**config.mk**
```make
export PLATFORM = sky130hd
export DESIGN_NAME = cache_ctrl_flat
export DESIGN_NICKNAME = d
export VERILOG_FILES = /design/src/verilog/cache_pkg.sv /design/src/verilog/cache_ifs.sv /design/src/verilog/cache_ctrl.sv /design/src/flat_wrapper.sv
export VERILOG_INCLUDE_DIRS = /design/src /design/src/include
export SDC_FILE = /design/constraint.sdc
export NUM_CORES = 1
export LEC_CHECK = 0
export BUFFER_PORTS_ARGS = -buffer_cell sky130_fd_sc_hd__buf_2
export CORE_AREA = 2 2 165 167
export CTS_BUF_LIST = sky130_fd_sc_hd__clkbuf_8
export DETAILED_ROUTE_END_ITERATION = 10
export DIE_AREA = 0 0 167 169
export PLACE_DENSITY = 0.53
export SYNTH_ARGS = -nofsm -noshare
export SYNTH_HDL_FRONTEND = slang
export SYNTH_SLANG_ARGS = --single-unit
```
**constraint.sdc**
```tcl
create_clock -name clk -period 3.89 [get_ports clk]
set_input_delay 0.389 -clock clk [delete_from_list [all_inputs] [get_ports clk]]
set_output_delay 0.389 -clock clk [all_outputs]
set_load 0.02 [all_outputs]
```
**src/include/cache_defs.svh**
```systemverilog
// Cache geometry and bus width macros shared by the package and the RTL
`ifndef CACHE_DEFS_SVH
`define CACHE_DEFS_SVH

// request and memory bus widths
`define CACHE_ADDR_W    32
`define CACHE_WORD_W    64
`define CACHE_STRB_W    8

// geometry
`define CACHE_WAYS      4
`define CACHE_SETS      16
`define CACHE_BEATS     16

// address split
`define CACHE_OFFSET_W  7
`define CACHE_INDEX_W   4
`define CACHE_TAG_W     (`CACHE_ADDR_W - `CACHE_OFFSET_W - `CACHE_INDEX_W)

`endif

```
**src/verilog/cache_pkg.sv**
```systemverilog
// Cache types and controller state encoding
package cache_pkg;

    `include "cache_defs.svh"

    typedef logic [`CACHE_ADDR_W-1:0] addr_t;
    typedef logic [`CACHE_WORD_W-1:0] word_t;
    typedef logic [`CACHE_STRB_W-1:0] strb_t;
    typedef logic [`CACHE_TAG_W-1:0] tag_t;
    typedef logic [`CACHE_INDEX_W-1:0] index_t;
    typedef logic [$clog2(`CACHE_WAYS)-1:0] way_t;
    typedef logic [$clog2(`CACHE_BEATS)-1:0] beat_t;

    // miss handling walks writeback, refill, replay in order
    typedef enum logic [2:0] {
        st_lookup,
        st_respond,
        st_writeback,
        st_refill,
        st_replay
    } ctrl_state_t;

endpackage

```
**src/verilog/cache_ifs.sv**
```systemverilog
// Internal cache interfaces for tag lookup, data array ports and burst control
`timescale 1ns/1ps

// tag lookup between controller and tag store
interface lookup_if;
    import cache_pkg::*;

    index_t index;
    tag_t   tag;
    logic   write_hit;
    logic   fill;
    way_t   fill_way;
    logic   clean;
    way_t   clean_way;
    logic   hit;
    way_t   hit_way;
    way_t   victim_way;
    logic   victim_dirty;
    tag_t   victim_tag;

    modport ctrl (output index, tag, write_hit, fill, fill_way, clean, clean_way,
                  input hit, hit_way, victim_way, victim_dirty, victim_tag);
    modport store (input index, tag, write_hit, fill, fill_way, clean, clean_way,
                   output hit, hit_way, victim_way, victim_dirty, victim_tag);
endinterface

// one word port into the data array
interface data_port_if;
    import cache_pkg::*;

    way_t   way;
    index_t index;
    beat_t  beat;
    logic   rd_en;
    logic   wr_en;
    strb_t  strb;
    word_t  wdata;
    word_t  rdata;

    modport client (output way, index, beat, rd_en, wr_en, strb, wdata, input rdata);
    modport store (input way, index, beat, rd_en, wr_en, strb, wdata, output rdata);
endinterface

// line burst requests from controller to burst engine
interface burst_if;
    import cache_pkg::*;

    logic  start_read;
    logic  start_write;
    addr_t line_addr;
    way_t  way;
    logic  done;

    modport ctrl (output start_read, start_write, line_addr, way, input done);
    modport engine (input start_read, start_write, line_addr, way, output done);
endinterface

```
**src/verilog/cache_ctrl.sv**
```systemverilog
// Cache controller with request register, miss FSM and response handshake
`timescale 1ns/1ps
`include "cache_defs.svh"

module cache_ctrl (
    input  logic             clk,
    input  logic             rst,
    input  cache_pkg::addr_t addr,
    input  logic             avalid,
    output logic             aready,
    input  cache_pkg::word_t wdata,
    input  cache_pkg::strb_t wstrb,
    output cache_pkg::word_t rdata,
    output logic             bvalid,
    input  logic             bready,
    output logic             hit,
    lookup_if.ctrl           lk,
    burst_if.ctrl            bu,
    data_port_if.client      dp
);
    import cache_pkg::*;

    ctrl_state_t state_q;
    ctrl_state_t state_d;
    addr_t       addr_q;
    word_t       wdata_q;
    strb_t       wstrb_q;
    way_t        vict_way_q;
    logic        hit_q;

    addr_t  cur_addr;
    word_t  cur_wdata;
    strb_t  cur_strb;
    index_t cur_index;
    tag_t   cur_tag;
    beat_t  cur_beat;
    logic   accept;
    logic   is_wr;
    logic   do_access;

    assign aready = (state_q == st_lookup);
    assign accept = avalid && aready;

    // live request while idle, registered copy otherwise
    assign cur_addr  = (state_q == st_lookup) ? addr : addr_q;
    assign cur_wdata = (state_q == st_lookup) ? wdata : wdata_q;
    assign cur_strb  = (state_q == st_lookup) ? wstrb : wstrb_q;
    assign cur_index = cur_addr[`CACHE_OFFSET_W +: `CACHE_INDEX_W];
    assign cur_tag   = cur_addr[`CACHE_ADDR_W-1 -: `CACHE_TAG_W];
    assign cur_beat  = cur_addr[`CACHE_OFFSET_W-1 -: $bits(beat_t)];
    assign is_wr     = |cur_strb;

    // replay always hits after the fill
    assign do_access = (state_q == st_lookup && accept && lk.hit) || (state_q == st_replay);

    assign lk.index     = cur_index;
    assign lk.tag       = cur_tag;
    assign lk.write_hit = do_access && is_wr;
    assign lk.fill_way  = vict_way_q;
    assign lk.clean_way = vict_way_q;

    assign dp.way   = lk.hit_way;
    assign dp.index = cur_index;
    assign dp.beat  = cur_beat;
    assign dp.rd_en = do_access && !is_wr;
    assign dp.wr_en = do_access && is_wr;
    assign dp.strb  = cur_strb;
    assign dp.wdata = cur_wdata;

    // writeback targets the victim line, refill the requested one
    assign bu.line_addr = bu.start_write ?
                          {lk.victim_tag, cur_index, {`CACHE_OFFSET_W{1'b0}}} :
                          {cur_tag, cur_index, {`CACHE_OFFSET_W{1'b0}}};
    assign bu.way = (state_q == st_lookup) ? lk.victim_way : vict_way_q;

    always_comb begin
        state_d        = state_q;
        bu.start_read  = 1'b0;
        bu.start_write = 1'b0;
        lk.clean       = 1'b0;
        lk.fill        = 1'b0;
        case (state_q)
            st_lookup: begin
                if (accept) begin
                    if (lk.hit) begin
                        state_d = st_respond;
                    end else if (lk.victim_dirty) begin
                        bu.start_write = 1'b1;
                        state_d        = st_writeback;
                    end else begin
                        bu.start_read = 1'b1;
                        state_d       = st_refill;
                    end
                end
            end
            st_writeback: begin
                if (bu.done) begin
                    lk.clean      = 1'b1;
                    bu.start_read = 1'b1;
                    state_d       = st_refill;
                end
            end
            st_refill: begin
                if (bu.done) begin
                    lk.fill = 1'b1;
                    state_d = st_replay;
                end
            end
            st_replay: state_d = st_respond;
            st_respond: begin
                if (bready) begin
                    state_d = st_lookup;
                end
            end
            default: state_d = st_lookup;
        endcase
    end

    always_ff @(posedge clk) begin
        if (rst) begin
            state_q <= st_lookup;
            hit_q   <= 1'b0;
        end else begin
            state_q <= state_d;
            if (accept) begin
                hit_q <= lk.hit;
            end
        end
    end

    always_ff @(posedge clk) begin
        if (accept) begin
            addr_q  <= addr;
            wdata_q <= wdata;
            wstrb_q <= wstrb;
            if (!lk.hit) begin
                vict_way_q <= lk.victim_way;
            end
        end
    end

    assign bvalid = (state_q == st_respond);
    assign hit    = hit_q;
    assign rdata  = dp.rdata;

endmodule

```
**src/flat_wrapper.sv**
```systemverilog
// flat-port wrapper written by rule: the top's interface ports become plain ports
module cache_ctrl_flat import cache_pkg::*;
  (clk, rst, addr, avalid, aready, wdata, wstrb, rdata, bvalid, bready, hit, lk_index, lk_tag, lk_write_hit, lk_fill, lk_fill_way, lk_clean, lk_clean_way, lk_hit, lk_hit_way, lk_victim_way, lk_victim_dirty, lk_victim_tag, bu_start_read, bu_start_write, bu_line_addr, bu_way, bu_done, dp_way, dp_index, dp_beat, dp_rd_en, dp_wr_en, dp_strb, dp_wdata, dp_rdata);
  lookup_if lk_i ();
  burst_if bu_i ();
  data_port_if dp_i ();
  input  logic clk;
  input  logic rst;
  input  cache_pkg::addr_t addr;
  input  logic avalid;
  output logic aready;
  input  cache_pkg::word_t wdata;
  input  cache_pkg::strb_t wstrb;
  output cache_pkg::word_t rdata;
  output logic bvalid;
  input  logic bready;
  output logic hit;
  output wire logic [$bits(lk_i.index)-1:0] lk_index;
  output wire logic [$bits(lk_i.tag)-1:0] lk_tag;
  output wire logic [$bits(lk_i.write_hit)-1:0] lk_write_hit;
  output wire logic [$bits(lk_i.fill)-1:0] lk_fill;
  output wire logic [$bits(lk_i.fill_way)-1:0] lk_fill_way;
  output wire logic [$bits(lk_i.clean)-1:0] lk_clean;
  output wire logic [$bits(lk_i.clean_way)-1:0] lk_clean_way;
  input wire logic [$bits(lk_i.hit)-1:0] lk_hit;
  input wire logic [$bits(lk_i.hit_way)-1:0] lk_hit_way;
  input wire logic [$bits(lk_i.victim_way)-1:0] lk_victim_way;
  input wire logic [$bits(lk_i.victim_dirty)-1:0] lk_victim_dirty;
  input wire logic [$bits(lk_i.victim_tag)-1:0] lk_victim_tag;
  output wire logic [$bits(bu_i.start_read)-1:0] bu_start_read;
  output wire logic [$bits(bu_i.start_write)-1:0] bu_start_write;
  output wire logic [$bits(bu_i.line_addr)-1:0] bu_line_addr;
  output wire logic [$bits(bu_i.way)-1:0] bu_way;
  input wire logic [$bits(bu_i.done)-1:0] bu_done;
  output wire logic [$bits(dp_i.way)-1:0] dp_way;
  output wire logic [$bits(dp_i.index)-1:0] dp_index;
  output wire logic [$bits(dp_i.beat)-1:0] dp_beat;
  output wire logic [$bits(dp_i.rd_en)-1:0] dp_rd_en;
  output wire logic [$bits(dp_i.wr_en)-1:0] dp_wr_en;
  output wire logic [$bits(dp_i.strb)-1:0] dp_strb;
  output wire logic [$bits(dp_i.wdata)-1:0] dp_wdata;
  input wire logic [$bits(dp_i.rdata)-1:0] dp_rdata;
  assign lk_index = lk_i.index;
  assign lk_tag = lk_i.tag;
  assign lk_write_hit = lk_i.write_hit;
  assign lk_fill = lk_i.fill;
  assign lk_fill_way = lk_i.fill_way;
  assign lk_clean = lk_i.clean;
  assign lk_clean_way = lk_i.clean_way;
  assign lk_i.hit = lk_hit;
  assign lk_i.hit_way = lk_hit_way;
  assign lk_i.victim_way = lk_victim_way;
  assign lk_i.victim_dirty = lk_victim_dirty;
  assign lk_i.victim_tag = lk_victim_tag;
  assign bu_start_read = bu_i.start_read;
  assign bu_start_write = bu_i.start_write;
  assign bu_line_addr = bu_i.line_addr;
  assign bu_way = bu_i.way;
  assign bu_i.done = bu_done;
  assign dp_way = dp_i.way;
  assign dp_index = dp_i.index;
  assign dp_beat = dp_i.beat;
  assign dp_rd_en = dp_i.rd_en;
  assign dp_wr_en = dp_i.wr_en;
  assign dp_strb = dp_i.strb;
  assign dp_wdata = dp_i.wdata;
  assign dp_i.rdata = dp_rdata;
  cache_ctrl u_core (.clk(clk), .rst(rst), .addr(addr), .avalid(avalid), .aready(aready), .wdata(wdata), .wstrb(wstrb), .rdata(rdata), .bvalid(bvalid), .bready(bready), .hit(hit), .lk(lk_i), .bu(bu_i), .dp(dp_i));
endmodule
```
==> results_dict.tcl <==
set metrics [dict create \
    io_buffer_count 276 \
    r2r_end "u_core.wdata_q[26]" \
    wl_per_cell_um 14.49 \
    htree_levels 3 \
    drcViolationCount 0 \
    drt-total-wl_mm 13.26 \
    ys_seq_area_frac 0.5569 \
    avgSynthCellArea_sq_um 15.32 \
    cts_buffer_depth 2 \
    cp_data_required_time_ns 3.50 \
    crit_slowest_cell "buf_4" \
    numClockSinks 107 \
    fillers 2825 \
    r2r.worst_path.cells 4 \
    slowest_delay_ns 0.57 \
    synth_cell_types 32 \
    cts_tree "built" \
    regArea_sq_um 3173 \
    grt_max_degree 61 \
    cts_resized 0 \
    final_net_count 769 \
    place.gp.congestion 0.7154 \
    critPathBufInv 2 \
    ys_ff_latch 107 \
    antenna_cells 0 \
    crit_fanout 48 \
    fin_util 0.2634 \
    worst-setup-path-type "register to output pin" \
    r2r-start "u_core.state_q[1]" \
    fmax_mhz 328.5 \
    overflow 0 \
    worst_pin_slew_ns 0.6451 \
    final_max_slew_viol_count 0 \
    dr_total_vias 3606 \
    antenna_left 0 \
    crit_chain "nor3_4 -> buf_4 -> mux2_2 -> mux2_4 -> buf_2" \
    cts_setup_buffers 0 \
    ys_warn_count 0 \
    grt_usage 0.08876 \
    critical-path-top-delay-family "buffers and inverters" \
    power.static_leakage_uw 0.002956 \
    start_kind "register" \
    multi_input_area_sq_um 1737 \
    pin_count 419 \
    fin_skew_ns 0.01784 \
    min_from "wdata[22]" \
    holdWs_ns 0.1759 \
    ir_worst_vdd_mv 0.1849 \
    antenna_found_initial 0 \
    start_util 0.2150 \
    clk_pin_slew_worst_paths_ns 0.13 \
    power_density_nw_per_um2 464.4 \
    hold_depth 1 \
    first_pass_iters 4 \
    ctsHoldBuffers 0 \
    syn-instance-count 372 \
    dieArea_sq_um 28220 \
    root_buffer "clkbuf_8" \
    finalHoldViolCount 0 \
    die_w_um 167 \
    period_share 0.7825 \
    synth_area_sq_um 5698 \
    rsz0062_at_grt "no" \
    slew-limit-headroom 0.5699 \
    critPathCaptureType "output pin" \
    cts_made_buffers 9 \
    setup_violations 0 \
    arrival_ns 2.65 \
    fin_setup_tns_ns 0 \
    area_growth_pct 22.49 \
    hpwl_mm 9.811 \
    die_height_um 169 \
    first_iter_violations 167 \
    status "finished, final reports clean" \
    rows 60 \
    dpl.cell_count 899 \
    final_cells 915 \
    via_per_inst 3.941 \
    drive_above_1_share 0.7387 \
    grt_pass1_wl_mm 19.65 \
    rrSetupSlack_ns 1.35 \
    cap_violations 0 \
    worst_hold_path_type "primary input to register" \
    holdPathEnd "u_core.wdata_q[22]" \
    worstSkewPairLatency_ns 0.39 \
    coreArea_sq_um 26500 \
    first_global_vias 3600 \
    post-route-min-period_ns 3.044 \
]
## layer usage
| metal | vias to the layer above | part of all wire | global-route usage |
|---|---|---|---|
| li1 | 1672 | - | - |
| met1 | 1705 | 0.42 | 0.1078 |
| met2 | 186 | 0.47 | 0.1405 |
| met3 | 43 | 0.085 | 0.03320 |
| met4 | 0 | 0.026 | 0.04010 |
| met5 | - | 0 | 0 |
## how the worst max path moves through the flow
| stage | startpoint | end | depth (start not counted) |
|---|---|---|---|
| after floorplan | u_core.state_q[0] | u_core.hit | 6 |
| after global placement | u_core.state_q[1] | bu_line_addr[28] | 5 |
| after detailed placement | u_core.state_q[1] | bu_line_addr[28] | 5 |
| after CTS | u_core.state_q[1] | bu_line_addr[28] | 5 |
| after global routing | u_core.state_q[1] | bu_line_addr[28] | 5 |
| final | u_core.state_q[1] | bu_line_addr[28] | 5 |
## final cells by class
type / instances / share of cell area
repair buffers: 280 / 0.2058
multi-input cells: 167 / 0.2488
clock inverters: 7 / 0.009681
well taps: 341 / 0.06113
flip-flops and latches: 107 / 0.4546
inverters: 4 / 0.002151
clock buffers: 9 / 0.01775
## synth_stat cells, drive strengths merged
| master | n | share of area |
|---|---|---|
| clkbuf | 1 | 0.00066 |
| and3 | 1 | 0.0011 |
| buf | 99 | 0.14 |
| nor2b | 3 | 0.0033 |
| nor4b | 1 | 0.0026 |
| nand4b | 1 | 0.0015 |
| a211oi | 1 | 0.0013 |
| nor4 | 5 | 0.0055 |
| a21oi | 2 | 0.0018 |
| and2 | 2 | 0.0024 |
| nand3 | 2 | 0.0040 |
| o21ai | 2 | 0.0018 |
| conb | 1 | 0.00066 |
| nand2 | 4 | 0.0026 |
| a2bb2oi | 1 | 0.0015 |
| nor2 | 5 | 0.0033 |
| dfxtp | 4 | 0.014 |
| nor3b | 1 | 0.0013 |
| nand2b | 1 | 0.0011 |
| mux2 | 124 | 0.26 |
| inv | 4 | 0.0026 |
| edfxtp | 103 | 0.54 |
| nor3 | 2 | 0.0037 |
| mux2i | 1 | 0.0018 |
| a221o | 1 | 0.0018 |
## layout by cell type, fill, tap and decap left out, types with 2 or more instances in the layout
master | Yosys | layout
buf_4 | 84 | 2
inv_1 | 4 | 4
a21oi_1 | 2 | 2
clkbuf_8 | 0 | 9
edfxtp_1 | 103 | 103
buf_12 | 0 | 2
inv_6 | 0 | 4
nor2_1 | 5 | 5
mux2_4 | 19 | 19
dfxtp_1 | 4 | 4
nor2b_1 | 3 | 3
nand2_1 | 4 | 4
conb_1 | 1 | 7
nor4_1 | 5 | 5
mux2_2 | 105 | 105
buf_2 | 1 | 276
## sequential cells by signal, summed over array words and instances (netlist names)
register and count:
u_core.wdata_q 64, u_core.addr_q 29, u_core.wstrb_q 8, u_core.state_q 3, u_core.lk.clean_way 2, u_core.hit 1
## logic make-up (layout without fill, tap and decap cells)
kind of cell    count (synthesis)  after routing  share of synthesized area
compound gates                  7              7                   0.008124
buf+inv                       104            300                     0.1425
flops                         107            107                     0.5569
mux                           125            125                     0.2593
other cells                     1              7                  0.0006581
simple gates                   28             28                    0.03250
## stage by stage
stage,instance area (sq um),setup slack [ns],power (uW)
after floorplan,5720,1.059,2372
after global placement,6788,1.221,2585
final,6979,0.8461,3241
after detailed placement,6788,1.234,2585
after global routing,6979,0.6682,3430
after CTS,6979,0.7801,3328
## report_power, final
part	internal [uW]	leakage [uW]	switching (uW)
Combinational	471	0.00185	648
Sequential	1390	0.00101	33.8
Clock	252	0.0000997	449
Total	2110	0.00296	1130
(Power assumes the default switching activity.)
