File: config.mk
export PLATFORM = sky130hd
export DESIGN_NAME = mem_burst_flat
export DESIGN_NICKNAME = d
export VERILOG_FILES = /design/src/verilog/cache_pkg.sv /design/src/verilog/cache_ifs.sv /design/src/verilog/mem_burst.sv /design/src/flat_wrapper.sv
export VERILOG_INCLUDE_DIRS = /design/src /design/src/include
export SDC_FILE = /design/constraint.sdc
export NUM_CORES = 1
export LEC_CHECK = 0
export BUFFER_PORTS_ARGS = -buffer_cell sky130_fd_sc_hd__buf_2
export CORE_AREA = 2 2 152 154
export DETAILED_ROUTE_END_ITERATION = 7
export DIE_AREA = 0 0 154 156
export PLACE_DENSITY_LB_ADDON = 0.25
export SLEW_MARGIN = 30
export SYNTH_ARGS = -nofsm -noshare
export SYNTH_HDL_FRONTEND = slang
export SYNTH_SLANG_ARGS = --single-unit
File: constraint.sdc
create_clock -name clk -period 4.1 [get_ports clk]
set_input_delay 0.205 -clock clk [delete_from_list [all_inputs] [get_ports clk]]
set_output_delay 0.205 -clock clk [all_outputs]
set_load 0.03 [all_outputs]
File: src/include/cache_defs.svh
// Cache geometry and bus width macros shared by the package and the RTL
`ifndef CACHE_DEFS_SVH
`define CACHE_DEFS_SVH

// request and memory bus widths
`define CACHE_ADDR_W    32
`define CACHE_WORD_W    64
`define CACHE_STRB_W    8

// geometry
`define CACHE_WAYS      4
`define CACHE_SETS      16
`define CACHE_BEATS     16

// address split
`define CACHE_OFFSET_W  7
`define CACHE_INDEX_W   4
`define CACHE_TAG_W     (`CACHE_ADDR_W - `CACHE_OFFSET_W - `CACHE_INDEX_W)

`endif

File: src/verilog/cache_pkg.sv
// Cache types and controller state encoding
package cache_pkg;

    `include "cache_defs.svh"

    typedef logic [`CACHE_ADDR_W-1:0] addr_t;
    typedef logic [`CACHE_WORD_W-1:0] word_t;
    typedef logic [`CACHE_STRB_W-1:0] strb_t;
    typedef logic [`CACHE_TAG_W-1:0] tag_t;
    typedef logic [`CACHE_INDEX_W-1:0] index_t;
    typedef logic [$clog2(`CACHE_WAYS)-1:0] way_t;
    typedef logic [$clog2(`CACHE_BEATS)-1:0] beat_t;

    // miss handling walks writeback, refill, replay in order
    typedef enum logic [2:0] {
        st_lookup,
        st_respond,
        st_writeback,
        st_refill,
        st_replay
    } ctrl_state_t;

endpackage

File: src/verilog/cache_ifs.sv


// one word port into the data array
interface data_port_if;
    import cache_pkg::*;

    way_t   way;
    index_t index;
    beat_t  beat;
    logic   rd_en;
    logic   wr_en;
    strb_t  strb;
    word_t  wdata;
    word_t  rdata;

    modport client (output way, index, beat, rd_en, wr_en, strb, wdata, input rdata);
    modport store (input way, index, beat, rd_en, wr_en, strb, wdata, output rdata);
endinterface

// line burst requests from controller to burst engine
interface burst_if;
    import cache_pkg::*;

    logic  start_read;
    logic  start_write;
    addr_t line_addr;
    way_t  way;
    logic  done;

    modport ctrl (output start_read, start_write, line_addr, way, input done);
    modport engine (input start_read, start_write, line_addr, way, output done);
endinterface

File: src/verilog/mem_burst.sv
// Burst engine moving whole cache lines between the data array and memory
`timescale 1ns/1ps
`include "cache_defs.svh"

module mem_burst (
    input  logic             clk,
    input  logic             rst,
    burst_if.engine          bu,
    data_port_if.client      dp,
    output cache_pkg::addr_t ar_addr,
    output logic             ar_valid,
    input  logic             ar_ready,
    input  cache_pkg::word_t r_data,
    input  logic             r_valid,
    input  logic             r_last,
    output cache_pkg::addr_t aw_addr,
    output logic             aw_valid,
    input  logic             aw_ready,
    output cache_pkg::word_t w_data,
    output logic             w_valid,
    input  logic             w_ready,
    output logic             w_last,
    input  logic             b_valid
);
    import cache_pkg::*;

    typedef enum logic [2:0] {bst_idle, bst_ar, bst_r, bst_aw, bst_w, bst_b} bst_t;

    bst_t  st_q;
    addr_t addr_q;
    way_t  way_q;
    beat_t r_beat_q;
    beat_t rd_beat_q;
    beat_t ld_beat_q;
    logic  rd_more_q;
    logic  rd_pend_q;
    logic  done_q;
    word_t hold_q;
    logic  hold_valid_q;
    logic  hold_last_q;
    logic  load;
    logic  issue_rd;

    // array word moves into the hold register once the bus slot frees up
    assign load     = rd_pend_q && (st_q == bst_w) && (!hold_valid_q || w_ready);
    assign issue_rd = (st_q == bst_aw || st_q == bst_w) && rd_more_q && (!rd_pend_q || load);

    always_ff @(posedge clk) begin
        if (rst) begin
            st_q         <= bst_idle;
            done_q       <= 1'b0;
            rd_more_q    <= 1'b0;
            rd_pend_q    <= 1'b0;
            hold_valid_q <= 1'b0;
            hold_last_q  <= 1'b0;
        end else begin
            done_q <= 1'b0;
            case (st_q)
                bst_idle: begin
                    if (bu.start_read) begin
                        st_q <= bst_ar;
                    end else if (bu.start_write) begin
                        st_q      <= bst_aw;
                        rd_more_q <= 1'b1;
                    end
                end
                bst_ar: if (ar_ready) st_q <= bst_r;
                bst_r: begin
                    if (r_valid && r_last) begin
                        st_q   <= bst_idle;
                        done_q <= 1'b1;
                    end
                end
                bst_aw: if (aw_ready) st_q <= bst_w;
                bst_w: if (hold_valid_q && w_ready && hold_last_q) st_q <= bst_b;
                bst_b: begin
                    if (b_valid) begin
                        st_q   <= bst_idle;
                        done_q <= 1'b1;
                    end
                end
                default: st_q <= bst_idle;
            endcase
            if (issue_rd && rd_beat_q == '1) begin
                rd_more_q <= 1'b0;
            end
            if (issue_rd) begin
                rd_pend_q <= 1'b1;
            end else if (load) begin
                rd_pend_q <= 1'b0;
            end
            if (load) begin
                hold_valid_q <= 1'b1;
                hold_last_q  <= (ld_beat_q == '1);
            end else if (w_ready) begin
                hold_valid_q <= 1'b0;
                hold_last_q  <= 1'b0;
            end
        end
    end

    always_ff @(posedge clk) begin
        if (st_q == bst_idle && (bu.start_read || bu.start_write)) begin
            addr_q    <= bu.line_addr;
            way_q     <= bu.way;
            r_beat_q  <= '0;
            rd_beat_q <= '0;
            ld_beat_q <= '0;
        end
        if (st_q == bst_r && r_valid) begin
            r_beat_q <= r_beat_q + 1'b1;
        end
        if (issue_rd) begin
            rd_beat_q <= rd_beat_q + 1'b1;
        end
        if (load) begin
            hold_q    <= dp.rdata;
            ld_beat_q <= ld_beat_q + 1'b1;
        end
    end

    // refill writes every returned beat straight into the chosen way
    assign dp.way   = way_q;
    assign dp.index = addr_q[`CACHE_OFFSET_W +: `CACHE_INDEX_W];
    assign dp.beat  = (st_q == bst_r) ? r_beat_q : rd_beat_q;
    assign dp.rd_en = issue_rd;
    assign dp.wr_en = (st_q == bst_r) && r_valid;
    assign dp.strb  = '1;
    assign dp.wdata = r_data;

    assign ar_addr  = addr_q;
    assign ar_valid = (st_q == bst_ar);
    assign aw_addr  = addr_q;
    assign aw_valid = (st_q == bst_aw);
    assign w_data   = hold_q;
    assign w_valid  = hold_valid_q;
    assign w_last   = hold_last_q;
    assign bu.done  = done_q;

endmodule

File: src/flat_wrapper.sv
// flat-port wrapper written by rule: the top's interface ports become plain ports
module mem_burst_flat import cache_pkg::*;
  (clk, rst, ar_addr, ar_valid, ar_ready, r_data, r_valid, r_last, aw_addr, aw_valid, aw_ready, w_data, w_valid, w_ready, w_last, b_valid, bu_start_read, bu_start_write, bu_line_addr, bu_way, bu_done, dp_way, dp_index, dp_beat, dp_rd_en, dp_wr_en, dp_strb, dp_wdata, dp_rdata);
  burst_if bu_i ();
  data_port_if dp_i ();
  input  logic clk;
  input  logic rst;
  output cache_pkg::addr_t ar_addr;
  output logic ar_valid;
  input  logic ar_ready;
  input  cache_pkg::word_t r_data;
  input  logic r_valid;
  input  logic r_last;
  output cache_pkg::addr_t aw_addr;
  output logic aw_valid;
  input  logic aw_ready;
  output cache_pkg::word_t w_data;
  output logic w_valid;
  input  logic w_ready;
  output logic w_last;
  input  logic b_valid;
  input wire logic [$bits(bu_i.start_read)-1:0] bu_start_read;
  input wire logic [$bits(bu_i.start_write)-1:0] bu_start_write;
  input wire logic [$bits(bu_i.line_addr)-1:0] bu_line_addr;
  input wire logic [$bits(bu_i.way)-1:0] bu_way;
  output wire logic [$bits(bu_i.done)-1:0] bu_done;
  output wire logic [$bits(dp_i.way)-1:0] dp_way;
  output wire logic [$bits(dp_i.index)-1:0] dp_index;
  output wire logic [$bits(dp_i.beat)-1:0] dp_beat;
  output wire logic [$bits(dp_i.rd_en)-1:0] dp_rd_en;
  output wire logic [$bits(dp_i.wr_en)-1:0] dp_wr_en;
  output wire logic [$bits(dp_i.strb)-1:0] dp_strb;
  output wire logic [$bits(dp_i.wdata)-1:0] dp_wdata;
  input wire logic [$bits(dp_i.rdata)-1:0] dp_rdata;
  assign bu_i.start_read = bu_start_read;
  assign bu_i.start_write = bu_start_write;
  assign bu_i.line_addr = bu_line_addr;
  assign bu_i.way = bu_way;
  assign bu_done = bu_i.done;
  assign dp_way = dp_i.way;
  assign dp_index = dp_i.index;
  assign dp_beat = dp_i.beat;
  assign dp_rd_en = dp_i.rd_en;
  assign dp_wr_en = dp_i.wr_en;
  assign dp_strb = dp_i.strb;
  assign dp_wdata = dp_i.wdata;
  assign dp_i.rdata = dp_rdata;
  mem_burst u_core (.clk(clk), .rst(rst), .bu(bu_i), .dp(dp_i), .ar_addr(ar_addr), .ar_valid(ar_valid), .ar_ready(ar_ready), .r_data(r_data), .r_valid(r_valid), .r_last(r_last), .aw_addr(aw_addr), .aw_valid(aw_valid), .aw_ready(aw_ready), .w_data(w_data), .w_valid(w_valid), .w_ready(w_ready), .w_last(w_last), .b_valid(b_valid));
endmodule
==> impl_metrics.tcl, run 1 <==
set metrics [dict create \
    outcome "finished clean" \
    die_w_um 154 \
    drt-initial-drc-count 248 \
    number_of_antenna_violations_at_the_first_check_in_global_routing 0 \
    routed_wl_um 13800 \
    worst_path_max_delay_cell "nor3b_2" \
    synth.distinct_cells 38 \
    synth_top_family_by_area "buffers and inverters" \
    max_cap_viol_count 0 \
    cts_made_buffers 17 \
    min_path_type "primary input to flip-flop" \
    synth_warnings 0 \
    avgSynthCellArea_um2 15.4 \
    coreArea_um2 22400 \
    power.static_leakage_uw 0.00308 \
    p_switching_uw 982 \
    worst_setup_path_end_kind "output pin" \
    slowest_delay_ns 0.56 \
    detailroute.via_count 3369 \
    timing.critical_path.arrival_ns 2.05 \
    post_synth_and_or_nand_nor_area_fraction_pct 5.31 \
    grt-ovfl-total 0 \
    clkSlewWorstSetupHoldPaths_ns 0.06 \
    clkLatencyLatePin_ns 0.41 \
    gr-usage-met2_pct 19.9 \
    crit_fanout 10 \
    power_switching_share_pct 27.6 \
    place.gp.congestion 0.782 \
    multi_input_area_um2 551 \
    vdd.ir_drop.worst_uv 220 \
    post_synth_fa_ha_maj_area_fraction_pct 0.774 \
    slew-limit-headroom_pct 53.6 \
    detail-route-antenna-nets 0 \
    busiest_layer "met2" \
    clk_path_buf_depth 2 \
    std_cell_rows 55 \
    grtUsageMet1_pct 11.6 \
    yosys_register_bits 118 \
    die-area_um2 24000 \
    layout_worst_path_cycle_share_pct 55.1 \
    placed_area_um2 5680 \
    grt_pass1_vias 3473 \
    reg2reg_setup_slack_ns 1.95 \
    synth_cells 315 \
    dp_hpwl_um 9940 \
    synth-compound-area-share_pct 2.40 \
    fin_setup_tns_ns 0 \
    worst_ep_required_time_ns 3.89 \
    cts_setup_buffers 0 \
    r2r_start "u_core.st_q[0]" \
    first_drt_pass_iteration_count 4 \
    report.final.setup_viol 0 \
    antenna_cells_inserted 0 \
    timing_max_transition_violations_final 0 \
    cts_max_level 4 \
    fillerInstances 2231 \
    drt-wirelength-per-cell_um 15.7 \
    ff2ff_path_depth 4 \
    sequential_group_share_of_total_power_pct 41.1 \
    maxClockFrequency_mhz 443 \
    cp_buf_inv_count 1 \
    hold_path.startpoint "aw_ready" \
    synth.mux.area_fraction_pct 1.16 \
    report.final.hold_viol_count 0 \
    comb_power_share_pct 15.2 \
    grtUsageMet3_pct 2.94 \
    synth_seq_area_share_pct 71.4 \
    finalWorstPathRequiredPeriod_ns 2.26 \
    timing.hold.worst_path_depth 3 \
    synthToLayoutAreaGrowth_pct 49.9 \
    crit_chain "nor3b_2, mux2_2, buf_2" \
    initial_standard_cell_utilization_of_the_core_pct 21.7 \
    crit_path_start_kind "flip-flop" \
    num_io_pins 389 \
    clock_sink_count 118 \
    die-height_um 156 \
    clock_power_share_pct 43.8 \
    global_route.usage.total_pct 11.0 \
    holdPathEnd "u_core.st_q[2]" \
    grt_first_pass_wirelength_um 19700 \
    drt_drc_violations_left 0 \
    worst_pin_slew_ns 0.689 \
    path_class "flip-flop to output pin" \
    finish.net_count 757 \
    numPortBuffers 252 \
    layout.cell_area.non_filler_um2 7270 \
    cts_tree "yes" \
    post_synth_xor_area_fraction_pct 1.08 \
    crit_family "simple AND/OR/NAND/NOR gates" \
    grt_setup_unrepaired "false" \
    p_int_uw 2570 \
    post_cts_resized 0 \
    power_density_nw_per_um2 488 \
    grt_max_degree 35 \
    finalClockSkew_ns 0.0131 \
    worstReg2RegEnd "u_core.w_data[63]" \
    clockRootBuffer "clkbuf_16" \
    post_synth_instance_area_um2 4850 \
    share_of_cells_above_drive_strength_1_pct 50.1 \
    viasPerCell 3.83 \
    ff_latch_area_um2 3460 \
]
-- kinds of logic (layout without fill, tap and decap cells) --
logic type | Yosys count | after routing
xor+xnor | 6 | 6
fa+ha+maj | 3 | 3
simple gates | 47 | 47
compound gates | 17 | 17
other cells | 1 | 8
buf+inv | 118 | 391
mux | 5 | 5
flops | 118 | 118
-- worst max-delay path by stage --
stage | to | startpoint | slack [ns] | cells after the start
after global placement | u_core.w_data[29] | u_core.st_q[0] | 2.03 | 4
after floorplan | u_core.ar_addr[0] | u_core.st_q[2] | 2.14 | 4
after detailed placement | u_core.w_data[20] | u_core.st_q[0] | 1.97 | 4
after global routing | dp_beat[2] | u_core.st_q[1] | 1.74 | 3
final | dp_beat[0] | u_core.st_q[1] | 1.84 | 3
after CTS | dp_beat[2] | u_core.st_q[1] | 1.83 | 3
-- power groups by stage --
stage | clock [uW] | sequential [uW] | combinational, uW
floorplan | 0 | 1550 | 398
global placement | 0 | 1480 | 466
detailed placement | 0 | 1490 | 463
CTS | 1610 | 1460 | 542
global route | 1670 | 1470 | 569
finish | 1560 | 1460 | 538
-- flip-flops by register name, summed over array words and instances (netlist names), 2 cells and up --
signal / cells
u_core.r_beat_q: 4
u_core.ld_beat_q: 4
u_core.rd_beat_q: 4
u_core.w_data: 64
u_core.st_q: 3
u_core.dp.way: 2
u_core.ar_addr: 32
-- cell type report --
type / instances / share of cell area, %
Sequential cell: 118 / 47.6
Multi-Input combinational cell: 86 / 7.57
Tap cell: 285 / 4.90
Timing Repair Buffer: 353 / 31.1
Inverter: 6 / 0.310
Clock buffer: 17 / 5.85
Clock inverter: 15 / 2.61
-- worst min-delay path: stages --
cell and delay (ns):
buf_2 0.10, a21oi_1 0.06, nor2_1 0.07
-- cells in the mapped netlist --
cell type	instances	area share (%)
nand2b_1	2	0.26
nor3b_2	1	0.26
a31oi_1	2	0.26
ha_1	3	0.77
buf_2	1	0.10
nand4_1	2	0.26
and3_4	1	0.23
a22oi_1	1	0.15
a2111oi_0	1	0.18
nor2_1	15	1.2
inv_1	5	0.39
dfxtp_1	8	3.3
conb_1	1	0.077
xnor2_1	3	0.54
o21ai_0	3	0.31
nand3b_1	2	0.31
or3b_4	1	0.23
buf_1	1	0.077
nand4_2	1	0.26
a21oi_4	1	0.34
a211oi_1	1	0.15
nor3_1	2	0.21
buf_4	108	17
and2_1	1	0.13
o22ai_1	1	0.13
inv_2	1	0.077
mux2_2	5	1.2
o21ai_2	1	0.18
xor2_1	3	0.54
and3_1	3	0.39
nand3_1	4	0.41
a21oi_1	5	0.52
a311oi_1	1	0.18
nand2_1	8	0.62
edfxtp_1	110	68
or2_1	1	0.13
nor3b_1	3	0.46
buf_6	2	0.46
-- repair_timing --
item,4_1_cts,5_1_grt
setup endpoints to repair,0,0
hold buffers,98,0
endpoints found under the hold margin,98,0
-- per-layer routing --
metal / part of all wire (%) / routed length [um]
met1: 38 / 5210
met2: 53 / 7350
met3: 6.3 / 873
met4: 2.8 / 386
met5: 0 / 0
-- per-stage QoR --
stage / worst slack, ns / cells / util, % / power, uW / hold WS, ns
after detailed placement: 1.97 / 750 / 25.4 / 1950 / 0.383
after global routing: 1.74 / 880 / 32.5 / 3700 / 0.0653
final: 1.84 / 880 / 32.5 / 3550 / 0.0565
after CTS: 1.83 / 880 / 32.5 / 3620 / 0.0455
after global placement: 2.03 / 750 / 25.4 / 1950 / 0.383
after floorplan: 2.14 / 322 / - / 1950 / 0.304
-- cells in the final DEF, fill, tap and decap left out, drive strengths merged, types with 5 or more instances in the layout --
cell type,n
edfxtp,110
dlygate4sd3,98
a21oi,6
buf,255
mux2,5
inv,13
dfxtp,8
conb,8
nand2,8
clkbuf,17
nor2,15
(Power assumes the default switching activity.)
==> run 2, diff against run 1 <==
--- a/config.mk
+++ b/config.mk
@@ -7,9 +7,9 @@
 export NUM_CORES = 1
 export LEC_CHECK = 0
 export BUFFER_PORTS_ARGS = -buffer_cell sky130_fd_sc_hd__buf_2
-export CORE_AREA = 2 2 152 154
+export CORE_AREA = 2 2 149 151
 export DETAILED_ROUTE_END_ITERATION = 7
-export DIE_AREA = 0 0 154 156
+export DIE_AREA = 0 0 151 153
 export PLACE_DENSITY_LB_ADDON = 0.25
 export SLEW_MARGIN = 30
 export SYNTH_ARGS = -nofsm -noshare
==> constraint.sdc (replaced) <==
create_clock -name clk -period 2.4 [get_ports clk]
set_input_delay 0.12 -clock clk [delete_from_list [all_inputs] [get_ports clk]]
set_output_delay 0.12 -clock clk [all_outputs]
set_load 0.03 [all_outputs]
==> impl_metrics.tcl, run 2 (synthesized netlist as in run 1, its figures left out) <==
set metrics [dict create \
    outcome "finished clean" \
    fin_setup_tns_ns 0 \
    std_cell_rows 54 \
    ff2ff_path_depth 4 \
    r2r_start "u_core.st_q[0]" \
    cts_tree "yes" \
    routed_wl_um 12900 \
    die-height_um 153 \
    hold_path.startpoint "r_valid" \
    crit_path_start_kind "flip-flop" \
    mostFrequentLayoutCells "252 x buf_2, 110 x edfxtp_1, 104 x dlygate4sd3_1" \
    finalWorstPathRequiredPeriod_ns 2.11 \
    dp_hpwl_um 9520 \
    coreArea_um2 21500 \
    slew-limit-headroom_pct 59.8 \
    grt_setup_unrepaired "false" \
    power_switching_share_pct 29.5 \
    number_of_antenna_violations_at_the_first_check_in_global_routing 0 \
    die-area_um2 23100 \
    placed_cells_incl_taps 746 \
    detailroute.via_count 3321 \
    p_int_uw 4130 \
    placed_area_um2 5700 \
    timing_max_transition_violations_final 0 \
    layout_worst_path_cycle_share_pct 88.1 \
    drt-initial-drc-count 153 \
    cts_made_buffers 17 \
    largest_register_ff_count 64 \
    p_switching_uw 1730 \
    numPortBuffers 252 \
    clk_path_buf_depth 2 \
    place.gp.congestion 0.763 \
    timing.hold.worst_path_depth 2 \
    drt-wirelength-per-cell_um 14.6 \
    post_cts_resized 0 \
    power_density_nw_per_um2 800 \
    comb_power_share_pct 16.0 \
    vdd.ir_drop.worst_uv 431 \
    cts_max_level 4 \
    detail-route-antenna-nets 0 \
    max_cap_viol_count 0 \
    final_common_cell "buf_2" \
    reg2reg_setup_slack_ns 0.44 \
    report.final.setup_viol 0 \
    clkSlewWorstSetupHoldPaths_ns 0.06 \
    grt-ovfl-total 0 \
    report.final.hold_viol_count 0 \
    viasPerCell 3.77 \
    min_path_type "primary input to flip-flop" \
    initial_standard_cell_utilization_of_the_core_pct 22.6 \
    die_w_um 151 \
    clock_power_share_pct 41.8 \
    finish.net_count 764 \
    power.static_leakage_uw 0.00310 \
    grt_first_pass_wirelength_um 18600 \
    worstReg2RegEnd "u_core.w_data[22]" \
    global_route.usage.total_pct 10.8 \
    synthToLayoutAreaGrowth_pct 50.9 \
    grt_pass1_vias 3430 \
    cts_setup_buffers 0 \
    fillerInstances 2109 \
    clock_sink_count 118 \
    worst_ep_required_time_ns 2.28 \
    maxClockFrequency_mhz 473 \
    layoutNonFillerInstCount 882 \
    grt_max_degree 45 \
    share_of_cells_above_drive_strength_1_pct 49.8 \
    num_io_pins 389 \
    worst_pin_slew_ns 0.596 \
    holdPathEnd "u_core.r_beat_q[1]" \
    crit_fanout 13 \
    worst_setup_path_end_kind "output pin" \
    clockRootBuffer "clkbuf_16" \
    layout.cell_area.non_filler_um2 7320 \
    drt_drc_violations_left 0 \
    clkLatencyLatePin_ns 0.41 \
    first_drt_pass_iteration_count 5 \
    finalClockSkew_ns 0.00854 \
    antenna_cells_inserted 0 \
    cts_hold_buffers 104 \
    path_class "flip-flop to output pin" \
    timing.critical_path.arrival_ns 1.99 \
    sequential_group_share_of_total_power_pct 42.3 \
]
[run 2: through the flow]
step	worst slack (ns)	hold WS, ns	utilization, %	total power, uW
3_3_place_gp	0.522	0.240	26.5	3330
5_1_grt	0.177	0.0770	34.1	6120
2_1_floorplan	0.438	0.219	-	3330
4_1_cts	0.267	0.0608	34.1	5960
3_5_place_dp	0.436	0.240	26.5	3330
6_report	0.285	0.0815	34.1	5860
[run 2: worst max-delay path by stage]
stage	start	endpoint	slack (ns)	cells after the start
2_1_floorplan	u_core.st_q[2]	u_core.ar_addr[0]	0.44	4
3_3_place_gp	u_core.st_q[0]	u_core.w_data[55]	0.52	4
3_5_place_dp	u_core.st_q[0]	u_core.w_data[45]	0.44	4
4_1_cts	u_core.st_q[2]	dp_rd_en	0.27	5
5_1_grt	u_core.st_q[2]	dp_rd_en	0.18	5
6_report	u_core.st_q[2]	dp_rd_en	0.29	5
[run 2: critical path, cell delays in order, from the launching register on]
cell     delay [ns]
dfxtp_1        0.59
or3b_4         0.47
a21oi_4        0.14
o21ai_2        0.11
inv_1          0.07
buf_2          0.20
[run 2: routing by layer]
layer / track usage (%) / routed length, um / vias to the layer above
li1: - / - / 1554
met1: 10.4 / 4660 / 1571
met2: 20.3 / 7070 / 176
met3: 3.88 / 1010 / 20
met4: 4.54 / 172 / 0
met5: 0 / 0 / -
[run 2: power groups by stage]
stage,registers (uW),logic (uW),clock network [uW]
2_1_floorplan,2650,679,0
3_3_place_gp,2520,811,0
3_5_place_dp,2520,809,0
4_1_cts,2480,947,2530
5_1_grt,2500,1010,2620
6_report,2480,936,2450
[run 2: layout make-up]
cell class | instances | area [um^2] | share of cell area [%]
clock inverters | 15 | 154 | 2.10
well taps | 280 | 350 | 4.78
multi-input cells | 86 | 551 | 7.52
clock buffers | 17 | 425 | 5.81
inverters | 6 | 22.5 | 0.308
repair buffers | 360 | 2360 | 32.2
flip-flops and latches | 118 | 3460 | 47.3
==> run 3, diff against run 2 <==
--- a/config.mk
+++ b/config.mk
@@ -6,10 +6,11 @@
 export SDC_FILE = /design/constraint.sdc
 export NUM_CORES = 1
 export LEC_CHECK = 0
+export ABC_AREA = 1
 export BUFFER_PORTS_ARGS = -buffer_cell sky130_fd_sc_hd__buf_2
-export CORE_AREA = 2 2 149 151
+export CORE_AREA = 2 2 153 155
 export DETAILED_ROUTE_END_ITERATION = 7
-export DIE_AREA = 0 0 151 153
+export DIE_AREA = 0 0 155 157
 export PLACE_DENSITY_LB_ADDON = 0.25
 export SLEW_MARGIN = 30
 export SYNTH_ARGS = -nofsm -noshare
==> impl_metrics.tcl, run 3 <==
set metrics [dict create \
    clockRootBuffer "clkbuf_16" \
    detail-route-antenna-nets 0 \
    drt_drc_violations_left 0 \
    finish.net_count 794 \
    vdd.ir_drop.worst_uv 475 \
    synth.distinct_cells 25 \
    global_route.usage.total_pct 10.2 \
    clkSlewWorstSetupHoldPaths_ns 0.06 \
    largest_register_ff_count 64 \
    synthDominantCellAreaShare_pct 67.1 \
    die-height_um 157 \
    async_reset_ff_share_pct 0 \
    yosys_most_used_dff "edfxtp_1" \
    clock_sink_count 118 \
    fillerInstances 2254 \
    grt_setup_unrepaired "false" \
    finalWorstPathRequiredPeriod_ns 1.96 \
    synth_warnings 0 \
    yosys_register_bits 118 \
    number_of_antenna_violations_at_the_first_check_in_global_routing 0 \
    synthTopCellsByArea "edfxtp_1 67%, buf_4 17%, dfxtp_1 3.3%, nand2_1 2.2%, nor2_1 1.4%" \
    synthToLayoutAreaGrowth_pct 50.9 \
    pre_cts_ws_ns 0.579 \
    cts_max_level 4 \
    drt-wirelength-per-cell_um 14.5 \
    place.gp.congestion 0.741 \
    post-synth-top-count-cell "edfxtp_1" \
    mostFrequentLayoutCells "252 x buf_2, 110 x edfxtp_1, 100 x dlygate4sd3_1" \
    grt-ovfl-total 0 \
    cts_tree "yes" \
    die-area_um2 24300 \
    first_drt_pass_iteration_count 4 \
    num_io_pins 389 \
    grt_first_pass_wirelength_um 18600 \
    crit_fanout 9 \
    min_path_type "primary input to flip-flop" \
    initial_standard_cell_utilization_of_the_core_pct 21.9 \
    post_synth_instance_area_um2 4920 \
    synth-edff-count 110 \
    timing_max_transition_violations_final 0 \
    worst_ep_required_time_ns 2.28 \
    crit_path_start_kind "flip-flop" \
    synth_commonest_cells "110 x edfxtp_1, 109 x buf_4, 29 x nand2_1, 19 x nor2_1, 17 x inv_1" \
    report.final.hold_viol_count 0 \
    share_of_cells_above_drive_strength_1_pct 49.1 \
    synth_seq_area_share_pct 70.3 \
    fin_setup_tns_ns 0 \
    finalClockSkew_ns 0.00720 \
    final_common_cell "buf_2" \
    timing.critical_path.arrival_ns 1.84 \
    synth_largest_area_cell "edfxtp_1" \
    layoutNonFillerInstCount 917 \
    grt_max_degree 66 \
    setup_ws_ns 0.441 \
    post-route-util_pct 33.0 \
    report.final.setup_viol 0 \
    power.static_leakage_uw 0.00321 \
    clk_path_buf_depth 2 \
    grt_pass1_vias 3338 \
    numPortBuffers 252 \
    outcome "finished clean" \
    synth_cells 348 \
    detailroute.via_count 3434 \
    drt-initial-drc-count 147 \
    maxClockFrequency_mhz 510 \
    viasPerCell 3.74 \
    die_w_um 155 \
    dp_hpwl_um 9660 \
    avgSynthCellArea_um2 14.1 \
    power_density_nw_per_um2 1090 \
    max_cap_viol_count 0 \
    cts_made_buffers 17 \
    path_class "flip-flop to output pin" \
    routed_wl_um 13300 \
    clkLatencyLatePin_ns 0.41 \
    std_cell_rows 55 \
    coreArea_um2 22500 \
    placed_cells_incl_taps 785 \
    layout_worst_path_cycle_share_pct 81.6 \
    worst_setup_path_end_kind "output pin" \
]
run 3: stage by stage:
step / area [um^2] / hold WS (ns) / power, uW
5_1_grt: 7420 / 0.0335 / 8530
6_report: 7430 / 0.0254 / 8130
3_5_place_dp: 5780 / 0.240 / 5280
4_1_cts: 7420 / 0.00654 / 8260
2_1_floorplan: 4950 / 0.189 / 5000
3_3_place_gp: 5780 / 0.240 / 5260
run 3: cell families after synthesis:
| family | share of synthesized area (%) |
|---|---|
| buffers and inverters | 18.4 |
| xor gates and xnor gates | 0.534 |
| and+or+nand+nor | 8.23 |
| DFF | 70.3 |
| other | 0.0762 |
| AOI/OAI and AO/OA | 1.68 |
| adders and majority gates | 0.762 |
run 3: path summary, 6_finish.rpt:
kind | cells past startpoint | slack [ns] | end | startpoint
hold / removal | 3 | 0.03 | u_core.bu.done | b_valid
hold reg to reg | 2 | 0.51 | u_core.w_last | u_core.w_last
setup reg to reg | 5 | 0.62 | u_core.w_data[37] | u_core.st_q[2]
setup / recovery | 7 | 0.44 | dp_rd_en | u_core.st_q[2]
run 3: critical path, stage by stage (launching register included):
cell	delay (ns)
dfxtp_1	0.58
inv_2	0.10
nor2_4	0.16
nand3_4	0.14
nand2_4	0.10
nand2_4	0.08
inv_1	0.08
buf_2	0.19
run 3: power by group:
group          switching, uW  leakage [uW]  internal [uW]
Sequential               244       0.00109           2700
Combinational           1710       0.00182            676
Clock                    958      0.000307           1850
Total                   2910       0.00321           5220
run 3: area by class of cell:
cell class,count,area [um^2],share of cell area (%)
Antenna cell,1,2.50,0.0337
Clock inverter,14,221,2.98
Sequential cell,118,3460,46.6
Tap cell,285,357,4.80
Multi-Input combinational cell,105,582,7.83
Clock buffer,17,425,5.73
Inverter,23,86.3,1.16
Timing Repair Buffer,354,2290,30.8
run 3: metal layers:
metal | vias up | wire length (um) | share of wire, % | GRT usage [%]
li1 | 1606 | - | - | -
met1 | 1596 | 4990 | 38 | 10.7
met2 | 190 | 6910 | 52 | 18.1
met3 | 42 | 841 | 6.3 | 2.75
met4 | 0 | 519 | 3.9 | 6.70
met5 | - | 0 | 0 | 0
run 3: repair_timing:
action | CTS | global route
hold buffers | 100 | 0
endpoints found under the hold margin | 102 | 0
resized for setup | 0 | 0
buffers inserted | 0 | 0
